**config.mk**
```make
export PLATFORM = sky130hd
export DESIGN_NAME = operandFetchTop
export DESIGN_NICKNAME = d
export VERILOG_FILES = /design/src/verilog/loadPkg.sv /design/src/verilog/issueReceiver.sv /design/src/verilog/regFile.sv /design/src/verilog/pcFile.sv /design/src/verilog/operandLoad.sv /design/src/verilog/dispatchSender.sv /design/src/verilog/operandFetchTop.sv
export SDC_FILE = /design/constraint.sdc
export NUM_CORES = 2
export LEC_CHECK = 0
export BUFFER_PORTS_ARGS = -buffer_cell sky130_fd_sc_hd__buf_2
export CORE_ASPECT_RATIO = 1.4
export CORE_MARGIN = 2
export CORE_UTILIZATION = 40
export DETAILED_ROUTE_END_ITERATION = 10
export PLACE_DENSITY = 0.62
export SYNTH_ARGS = -nofsm -noshare
export SYNTH_HDL_FRONTEND = slang
export SYNTH_SLANG_ARGS = --single-unit
```
**constraint.sdc**
```tcl
create_clock -name clk -period 27.9 [get_ports clk]
set_input_delay 5.58 -clock clk [delete_from_list [all_inputs] [get_ports clk]]
set_output_delay 5.58 -clock clk [all_outputs]
set_load 0.01 [all_outputs]
```
**src/verilog/loadPkg.sv**
```systemverilog
package loadPkg;

    localparam int NumRegs = 64;
    localparam int NumFetchIds = 16;
    localparam int NumXus = 8;

    typedef logic [6:0] SqN;
    typedef logic [3:0] FetchId;

    typedef enum logic [2:0] {
        FU_INT,
        FU_LSU,
        FU_ST,
        FU_MUL,
        FU_DIV,
        FU_FPU,
        FU_FDIV,
        FU_FMUL
    } FuncUnit;

    typedef struct packed {
        logic predicted;
        logic taken;
        logic isJump;
    } BranchInfo;

    // Operand tag, special bit set means inline constant
    typedef struct packed {
        logic special;
        logic [5:0] idx;
    } RegTag;

    typedef struct packed {
        logic special;
        logic signed [5:0] value;
    } ConstTag;

    typedef union packed {
        RegTag regView;
        ConstTag constView;
    } OperandTag;

    typedef struct packed {
        OperandTag tagA;
        OperandTag tagB;
        logic [5:0] tagDst;
        logic immB;
        logic [31:0] imm;
        SqN sqN;
        FetchId fetchId;
        logic [1:0] fetchOffs;
        logic compressed;
        FuncUnit fu;
    } IssueUop;

    // Base pc holds PC[31:1] of the fetch block
    typedef struct packed {
        logic [30:0] pc;
        logic [1:0] branchPos;
        BranchInfo bpi;
    } PcEntry;

    typedef struct packed {
        logic [31:0] srcA;
        logic [31:0] srcB;
        logic [31:0] imm;
        logic [31:0] pc;
        SqN sqN;
        logic [5:0] tagDst;
        BranchInfo bpi;
        logic compressed;
        FuncUnit fu;
        logic [NumXus-1:0] enableXu;
    } ExecUop;

    typedef struct packed {
        logic valid;
        logic [5:0] tagDst;
        logic [31:0] result;
    } WbResult;

    // True when sqN is younger than the flush point
    function automatic logic isFlushed(SqN sqN, logic flush, SqN flushSqN);
        return flush && ($signed(sqN - flushSqN) > 0);
    endfunction

endpackage

```
**src/verilog/issueReceiver.sv**
```systemverilog
module issueReceiver (
    input  logic clk,
    input  logic rst,
    input  logic issueReq,
    input  loadPkg::IssueUop issueUop,
    output logic issueAck,
    input  logic take,
    input  logic flush,
    input  loadPkg::SqN flushSqN,
    output logic heldValid,
    output loadPkg::IssueUop heldUop
);

    logic accept;
    logic heldFlushed;
    logic inFlushed;

    // New request only after the previous ack has dropped
    assign accept = !heldValid && issueReq && !issueAck;
    assign heldFlushed = loadPkg::isFlushed(heldUop.sqN, flush, flushSqN);
    assign inFlushed = loadPkg::isFlushed(issueUop.sqN, flush, flushSqN);

    always_ff @(posedge clk) begin
        if (rst) begin
            heldValid <= 1'b0;
            issueAck <= 1'b0;
        end else begin
            if (heldValid) begin
                // Taken by the fetch stage or dropped by a flush
                if (take || heldFlushed) begin
                    heldValid <= 1'b0;
                    issueAck <= 1'b1;
                end
            end else if (accept) begin
                // A uop flushed on arrival is acked without being held
                if (inFlushed) begin
                    issueAck <= 1'b1;
                end else begin
                    heldValid <= 1'b1;
                end
            end else if (issueAck && !issueReq) begin
                issueAck <= 1'b0;
            end
        end
    end

    always_ff @(posedge clk) begin
        if (accept) begin
            heldUop <= issueUop;
        end
    end

endmodule

```
**src/verilog/regFile.sv**
```systemverilog
module regFile (
    input  logic clk,
    input  logic rst,
    input  logic [5:0] readAddrA,
    input  logic [5:0] readAddrB,
    output logic [31:0] readDataA,
    output logic [31:0] readDataB,
    input  loadPkg::WbResult wb
);

    logic [31:0] regs [loadPkg::NumRegs];

    always_ff @(posedge clk) begin
        if (rst) begin
            for (int i = 0; i < loadPkg::NumRegs; i++) begin
                regs[i] <= 32'd0;
            end
        end else if (wb.valid && wb.tagDst != 6'd0) begin
            regs[wb.tagDst] <= wb.result;
        end
    end

    // x0 is hardwired
    always_comb begin
        readDataA = (readAddrA == 6'd0) ? 32'd0 : regs[readAddrA];
        readDataB = (readAddrB == 6'd0) ? 32'd0 : regs[readAddrB];
    end

endmodule

```
**src/verilog/pcFile.sv**
```systemverilog
module pcFile (
    input  logic clk,
    input  loadPkg::FetchId readId,
    output loadPkg::PcEntry readEntry,
    input  logic pcWrite,
    input  loadPkg::FetchId pcWriteId,
    input  loadPkg::PcEntry pcWriteEntry
);

    // One entry per fetch block in flight
    loadPkg::PcEntry entries [loadPkg::NumFetchIds];

    always_ff @(posedge clk) begin
        if (pcWrite) begin
            entries[pcWriteId] <= pcWriteEntry;
        end
    end

    assign readEntry = entries[readId];

endmodule

```
**src/verilog/operandLoad.sv**
```systemverilog
module operandLoad (
    input  logic clk,
    input  logic rst,
    input  logic heldValid,
    input  loadPkg::IssueUop heldUop,
    output logic take,
    output logic [5:0] readAddrA,
    output logic [5:0] readAddrB,
    input  logic [31:0] readDataA,
    input  logic [31:0] readDataB,
    output loadPkg::FetchId readId,
    input  loadPkg::PcEntry readEntry,
    input  loadPkg::WbResult wb,
    input  logic flush,
    input  loadPkg::SqN flushSqN,
    input  logic busy,
    output logic outValid,
    output loadPkg::ExecUop outUop
);

    logic loaded;
    logic outFlushed;
    loadPkg::ExecUop nextUop;

    // Constant, then same-cycle writeback, then register file
    function automatic logic [31:0] pickOperand(
        loadPkg::OperandTag tag,
        logic [31:0] rfData,
        loadPkg::WbResult wbIn
    );
        logic [31:0] value;
        if (tag.constView.special) begin
            value = {{26{tag.constView.value[5]}}, tag.constView.value};
        end else if (wbIn.valid && wbIn.tagDst != 6'd0 && wbIn.tagDst == tag.regView.idx) begin
            value = wbIn.result;
        end else begin
            value = rfData;
        end
        return value;
    endfunction

    assign readAddrA = heldUop.tagA.regView.idx;
    assign readAddrB = heldUop.tagB.regView.idx;
    assign readId = heldUop.fetchId;

    // Flushed held uops are dropped by the receiver, never taken
    assign take = heldValid && !busy && !loadPkg::isFlushed(heldUop.sqN, flush, flushSqN);

    assign outFlushed = loadPkg::isFlushed(outUop.sqN, flush, flushSqN);
    assign outValid = loaded && !outFlushed;

    always_comb begin
        nextUop.srcA = pickOperand(heldUop.tagA, readDataA, wb);
        if (heldUop.immB) begin
            nextUop.srcB = heldUop.imm;
        end else begin
            nextUop.srcB = pickOperand(heldUop.tagB, readDataB, wb);
        end
        nextUop.imm = heldUop.imm;

        // Halfword offset into the block, back up to the start if 32-bit
        nextUop.pc = {readEntry.pc[30:2], heldUop.fetchOffs, 1'b0}
            - (heldUop.compressed ? 32'd0 : 32'd2);

        nextUop.sqN = heldUop.sqN;
        nextUop.tagDst = heldUop.tagDst;

        // Prediction belongs only to the branch slot
        if (heldUop.fetchOffs == readEntry.branchPos) begin
            nextUop.bpi = readEntry.bpi;
        end else begin
            nextUop.bpi = '0;
        end

        nextUop.compressed = heldUop.compressed;
        nextUop.fu = heldUop.fu;
        nextUop.enableXu = '0;
        nextUop.enableXu[heldUop.fu] = 1'b1;
    end

    always_ff @(posedge clk) begin
        if (rst) begin
            loaded <= 1'b0;
        end else if (take) begin
            loaded <= 1'b1;
        end else if (!busy || outFlushed) begin
            // Handed to the sender, or killed while stalled
            loaded <= 1'b0;
        end
    end

    always_ff @(posedge clk) begin
        if (take) begin
            outUop <= nextUop;
        end
    end

endmodule

```
**src/verilog/dispatchSender.sv**
```systemverilog
module dispatchSender (
    input  logic clk,
    input  logic rst,
    input  logic inValid,
    input  loadPkg::ExecUop inUop,
    output logic busy,
    output logic exReq,
    input  logic exAck,
    output loadPkg::ExecUop exUop
);

    logic capture;

    assign capture = !busy && inValid;

    // Four-phase master, busy covers the whole req/ack cycle
    always_ff @(posedge clk) begin
        if (rst) begin
            busy <= 1'b0;
            exReq <= 1'b0;
        end else begin
            if (capture) begin
                busy <= 1'b1;
                exReq <= 1'b1;
            end else if (exReq && exAck) begin
                exReq <= 1'b0;
            end else if (busy && !exReq && !exAck) begin
                // Ack has dropped, link is idle again
                busy <= 1'b0;
            end
        end
    end

    // Payload stays put until the transfer completes
    always_ff @(posedge clk) begin
        if (capture) begin
            exUop <= inUop;
        end
    end

endmodule

```
**src/verilog/operandFetchTop.sv**
```systemverilog
module operandFetchTop (
    input  logic clk,
    input  logic rst,
    input  logic issueReq,
    input  loadPkg::IssueUop issueUop,
    output logic issueAck,
    input  loadPkg::WbResult wb,
    input  logic pcWrite,
    input  loadPkg::FetchId pcWriteId,
    input  loadPkg::PcEntry pcWriteEntry,
    input  logic flush,
    input  loadPkg::SqN flushSqN,
    output logic exReq,
    input  logic exAck,
    output loadPkg::ExecUop exUop
);

    logic heldValid;
    loadPkg::IssueUop heldUop;
    logic take;
    logic [5:0] readAddrA;
    logic [5:0] readAddrB;
    logic [31:0] readDataA;
    logic [31:0] readDataB;
    loadPkg::FetchId readId;
    loadPkg::PcEntry readEntry;
    logic busy;
    logic loadValid;
    loadPkg::ExecUop loadUop;

    issueReceiver issueReceiver_i (
        .clk       (clk),
        .rst       (rst),
        .issueReq  (issueReq),
        .issueUop  (issueUop),
        .issueAck  (issueAck),
        .take      (take),
        .flush     (flush),
        .flushSqN  (flushSqN),
        .heldValid (heldValid),
        .heldUop   (heldUop)
    );

    regFile regFile_i (
        .clk       (clk),
        .rst       (rst),
        .readAddrA (readAddrA),
        .readAddrB (readAddrB),
        .readDataA (readDataA),
        .readDataB (readDataB),
        .wb        (wb)
    );

    pcFile pcFile_i (
        .clk          (clk),
        .readId       (readId),
        .readEntry    (readEntry),
        .pcWrite      (pcWrite),
        .pcWriteId    (pcWriteId),
        .pcWriteEntry (pcWriteEntry)
    );

    operandLoad operandLoad_i (
        .clk       (clk),
        .rst       (rst),
        .heldValid (heldValid),
        .heldUop   (heldUop),
        .take      (take),
        .readAddrA (readAddrA),
        .readAddrB (readAddrB),
        .readDataA (readDataA),
        .readDataB (readDataB),
        .readId    (readId),
        .readEntry (readEntry),
        .wb        (wb),
        .flush     (flush),
        .flushSqN  (flushSqN),
        .busy      (busy),
        .outValid  (loadValid),
        .outUop    (loadUop)
    );

    dispatchSender dispatchSender_i (
        .clk     (clk),
        .rst     (rst),
        .inValid (loadValid),
        .inUop   (loadUop),
        .busy    (busy),
        .exReq   (exReq),
        .exAck   (exAck),
        .exUop   (exUop)
    );

endmodule

```
# Word-level counts from Yosys, hierarchy flattened
# Memory sizes are Yosys's and may differ from the RTL's. A register that Yosys moved wholly into a read port is not among the register bits.
# Index checks and enable logic that the tools add are counted.
# totals
output_inout_bits,158
regBits,387
mem_count,2
inputBits,162
elab_cells,132
mem_bits_rw,2624
# classes
n_reduce_logical,37
magnitude_cmp,5
muxes,39
n_eq_ne,6
n_addsub,4
# memory_table
memory,depth,width,rd,rd_ports_with_merged_regs,wr,line,rtl
regFile_i.regs,64,32,2,2,64,regFile.sv:11,logic [31:0] regs [loadPkg::NumRegs];
pcFile_i.entries,16,36,1,1,1,pcFile.sv:11,loadPkg::PcEntry entries [loadPkg::NumFetchIds];
# ops
operator,count
$mux W32,8
$reduce_or A32 Y1,1
$sub A32 B32 Y32,1
$mux W1,25
$gt A7 B1 Y1 const B,3
$sub A7 B7 Y7,3
$mux W6,3
$logic_and A1 B1 Y1,17
$eq A6 B6 Y1,2
$logic_not A6 Y1,2
$logic_not A1 Y1,8
$reduce_bool A2 Y1,3
$reduce_bool A6 Y1,1
$lt A3 B4 Y1 const B,1
$mux W4,1
$demux W1 S3,1
$ge A3 B1 Y1 const B,1
$ne A3 B2 Y1 const B,1
$reduce_and A3 Y1,1
$reduce_bool A3 Y1,1
$eq A2 B2 Y1,1
$logic_or A1 B1 Y1,2
$mux W2,1
$ne A2 B1 Y1 const B,1
other kinds (2),2

# Depth between registers and ports, before layout
# depth
word_depth,8
ltp_mapped,12

# Modules after synthesis
# Synthesis repeated with hierarchy kept, for this count alone.
# unflattened
cells_unflattened,8990
hier_area_um2,145173.0
# modules_own_cells
mod,area_per_inst_um2,cells_each,instances,seq_area_each_um2
regFile,108370.2,7176,1,61499.0
pcFile,21598.2,902,1,17296.6
operandLoad,7669.9,593,1,4674.5
dispatchSender,4762.1,164,1,4724.5
issueReceiver,2772.7,155,1,2142.1

# Least setup slack after synthesis
# No wires, ideal clock.
# synth_timing
path_kind,input port to flip-flop
from,input flushSqN[1]
to,"register operandLoad_i.outUop[0] in the netlist's numbering, enable pin"
arrival_ns,13.573
t_required_ns,27.228
n_path_buf,0
path_stages,9
slack_ns,13.655
cell_sequence,inv_1 > fa_1 > a21o_1 > a21oi_1 > a31oi_1 > o31a_1 > o22ai_1 > a22oi_1 > nor2_1
# synth_via
elab_chain_len,5
# synth_lines
item,line,rtl
from (decl),operandFetchTop.sv:12,"input loadPkg::SqN flushSqN,"
$sub A7 B7 Y7,loadPkg.sv:84,return flush && ($signed(sqN - flushSqN) > 0);
$gt A7 B1 Y1,loadPkg.sv:84,
$logic_and A1 B1 Y1,loadPkg.sv:84,
$logic_not A1 Y1,operandLoad.sv:47,"assign take = heldValid && !busy && !loadPkg::isFlushed(heldUop.sqN, flush, flushSqN);"
$logic_and A1 B1 Y1,operandLoad.sv:47,
named net issueReceiver_i.take,issueReceiver.sv:7,"input logic take,"
to (signal assigned),operandLoad.sv:94,outUop <= nextUop;
to (decl),operandLoad.sv:18,output loadPkg::ExecUop outUop
# The timed path passes the listed nets, and every way through them passes these cells.
# A chain may end at the register's enable or synchronous reset.

==> out/results.tsv <==
metric	value	unit
number of setup violations in the final report	0	
Post-Synthesis Mean Instance Area	17.89	sq um
total I/O pin count	320	
clock tree from TritonCTS	done	
Chip Width	510.6	um
Initial DRC Count	9160	
outcome	complete, no violations	
routed wirelength normalized by instance count	34.20	um
leading cell types in the layout, fill and taps excluded	sky130_fd_sc_hd__edfxtp_1 (2972), sky130_fd_sc_hd__and2_1 (2017), sky130_fd_sc_hd__mux4_2 (1488), sky130_fd_sc_hd__buf_2 (315), sky130_fd_sc_hd__clkbuf_16 (313)	
proportion of netlist area held by the largest area contributor	0.6210	
largest voltage drop on the vdd net	0.05022	mV
leakage dissipation	0.05307	uW
share of power burned in the clock network	0.367	
share of final-layout standard cells stronger than drive strength 1	0.3217	
number of antenna violations at the first check in global routing	58	
P per Cell Area	70.07	mW/mm^2
TritonCTS Buffers	309	
sequential-to-total area share from yosys stat	0.6239	
transition at the pin with the smallest max-transition slack	1.375	ns
internal reg-to-reg setup slack	21.73	ns
setup slack after layout	18.88	ns
cell depth of the worst min-delay path	0	
half-perimeter wire length after placement	266.8	mm
fraction of power consumed by combinational cells	0.161	
category of the worst setup path capture point	register	
clock tree skew after final layout	0.07988	ns
worst skew pair latency	0.92	ns
Total Routed Length	449.5	mm
Worst R2R Path Depth	8	
fin crit period	9.017	ns
post-route insts no fill	13140	
Vias	79380	
post-synth cell types	64	
most common cell after layout, fill and taps aside	sky130_fd_sc_hd__edfxtp_1	
origin of the worst min-delay path	operandLoad_i.outUop[15]	
Cell Area, Synth	0.1437	sq mm
number of clock sinks	2993	
clock input transition at the sequential cells of the worst setup and hold paths	0.06	ns
pin count of the biggest net entering global routing	132	
internal power consumption	8317	uW
end of the worst register-to-register path	operandLoad_i.outUop[107]	
Max Fclk	110.9	MHz
floorplan row count	260	
DP Cell Count	12560	
gpl congestion	0.8554	
endpoint required time on the critical path	28.50	ns
global-route wire length before repair	625.3	mm
flip-flop and latch count after synthesis	2993	
worst setup slack before clock tree synthesis	18.08	ns
synth top area cells	sky130_fd_sc_hd__edfxtp_1 (62%), sky130_fd_sc_hd__mux4_2 (23%), sky130_fd_sc_hd__and2_1 (8.8%)	
top fanout value on the critical path	27	
Clock Path Buffers	4	
count of mapped cells out of synthesis	8035	
number of global-route vias before repair	83270	
total grt overflow	0	
core area	0.3578	sq mm
worst path arrival time	9.61	ns
number of hold buffers added after CTS	0	
total non-filler cell area in the finished layout	0.1606	sq mm
critical setup path kind	in2reg	
relative slew slack	0.08347	
ANT nets after route	0	
cell type of the slowest stage on the worst timing path	sky130_fd_sc_hd__a221oi_1	
number of setup buffers added after CTS	0	
most prevalent standard cell on the critical path	sky130_fd_sc_hd__buf_4	
Worst Hold Endpoint	dispatchSender_i.exUop[15]	
startpoint kind of the worst setup timing path	input port	
switching portion of total power	0.2610	
synthesis warning total	0	
Post-Route Utilization	0.4488	
max-slew violation count	0	
summed negative setup slack over all endpoints	0	ns
RSZ-0062 raised after global routing	false	
number of flops mapped to enable cells by yosys	2972	
fin crit share	0.3232	
share of total power in sequential cells	0.472	
total routing resource utilization after global routing	0.2445	
deepest level of the CTS H-tree	5	
starting utilization of the core area	0.4016	
critical path cell sequence	buf_2 > or3_1 > o41ai_1 > buf_4 > nor4_1 > a21o_1 > nor2_4 > buf_4 > a221oi_1 > a21oi_1	
maximum single-stage delay on the critical path	1.19	ns
number of nets in the layout	8336	
max-capacitance violation count	0	
number of input and output port buffers inserted	316	
detailed-route vias per instance	6.040	
class of the worst hold path	reg2reg	
number of instances resized during post-cts repair	0	
dominant cell type by area after synthesis	sky130_fd_sc_hd__edfxtp_1	
fraction of registers with async set/reset	0	
count of endpoints failing hold in the final timing report	0	
drt pass-1 iters	6	
Primary FF master, synth	sky130_fd_sc_hd__edfxtp_1	
synth-to-layout area growth	11.75	%
die extent in y	713.2	um
cell at the root of the clock tree	sky130_fd_sc_hd__clkbuf_16	
Net Switching	2937	uW
post-detailed-placement cell area	0.1507	sq mm
Die Footprint	0.3642	sq mm
DRC violation count after routing	0	
## cell families (layout without fill, tap and decap cells)
group,Yosys count,in the layout,synth area share
and+or+nand+nor,2403,2403,0.1026
buffers and inverters,857,1181,0.02386
adders and majority gates,23,23,0.002159
muxes,1514,1514,0.2351
AOI/OAI and AO/OA,194,194,0.009229
other,1,68,0.00002609
xor gates and xnor gates,50,50,0.003047
DFF,2993,2993,0.6239
## power by group through the flow
stage	registers (uW)	logic (uW)	clock network (uW)
6_report	5320	1810	4130
5_1_grt	5340	1870	4350
4_1_cts	5320	1810	4190
3_5_place_dp	5410	1810	0
3_3_place_gp	5390	1790	0
2_1_floorplan	5340	1200	0
## critical path, delay by kind of cell
family                 cells  cell delay (ns)
AO/OA/AOI/OAI              4             1.57
AND/OR/NAND/NOR            3             1.58
buffers and inverters      3             0.83
## layer usage
layer / vias to the layer above / share of wire / track usage
met5: - / 0.00041 / 0
met4: 26 / 0.059 / 0.1246
met3: 1183 / 0.077 / 0.04018
met2: 3908 / 0.53 / 0.4385
met1: 42370 / 0.33 / 0.2795
li1: 31890 / - / -
## cell type report
class	count	area, sq um
clock buffers	373	8058
inverters	58	225.2
multi-input cells	4217	51310
clock inverters	178	1713
fillers	30610	197200
repair buffers	572	3593
flip-flops and latches	2993	89710
diodes	35	87.58
well taps	4716	5901
## cells in the mapped netlist, drive strengths merged, types with 16 or more instances
master / number
a21oi: 76
a221oi: 36
a22oi: 41
and2: 2019
buf: 171
clkbuf: 628
dfxtp: 21
edfxtp: 2972
ha: 20
inv: 58
mux2: 17
mux4: 1488
nand2: 77
nand2b: 38
nand3: 16
nor2: 96
nor3: 16
nor4: 21
or2: 66
xnor2: 21
xor2: 29
## worst max path at each step
stage / startpoint / end / slack, ns / cells past startpoint
2_1_floorplan: flushSqN[1] / operandLoad_i.outUop[0] / 13.65 / 9
5_1_grt: flushSqN[1] / operandLoad_i.outUop[56] / 18.69 / 13
3_5_place_dp: flushSqN[1] / operandLoad_i.outUop[45] / 18.08 / 13
4_1_cts: flushSqN[1] / operandLoad_i.outUop[56] / 19.03 / 13
6_report: wb[34] / operandLoad_i.outUop[98] / 18.88 / 10
3_3_place_gp: flushSqN[1] / operandLoad_i.outUop[55] / 18.10 / 13
## flip-flops by register name, summed over array words and instances, names as in the netlist, named ones only
| register | flops |
|---|---|
| regFile_i.regs | 2048 |
| pcFile_i.entries | 544 |
| dispatchSender_i.exUop | 155 |
| operandLoad_i.outUop | 155 |
| issueReceiver_i.heldUop | 70 |
| dispatchSender_i.busy | 1 |
| dispatchSender_i.exReq | 1 |
| issueReceiver_i.heldValid | 1 |
| issueReceiver_i.issueAck | 1 |
| operandLoad_i.loaded | 1 |
## metrics by stage
stage / hold slack [ns] / power, uW
after floorplan: 0.4003 / 6538
after global placement: 0.4021 / 7181
after detailed placement: 0.4045 / 7217
after CTS: 0.4140 / 11310
after global routing: 0.4151 / 11560
final: 0.4130 / 11250
No activity file was read; power rests on OpenSTA's default activity.
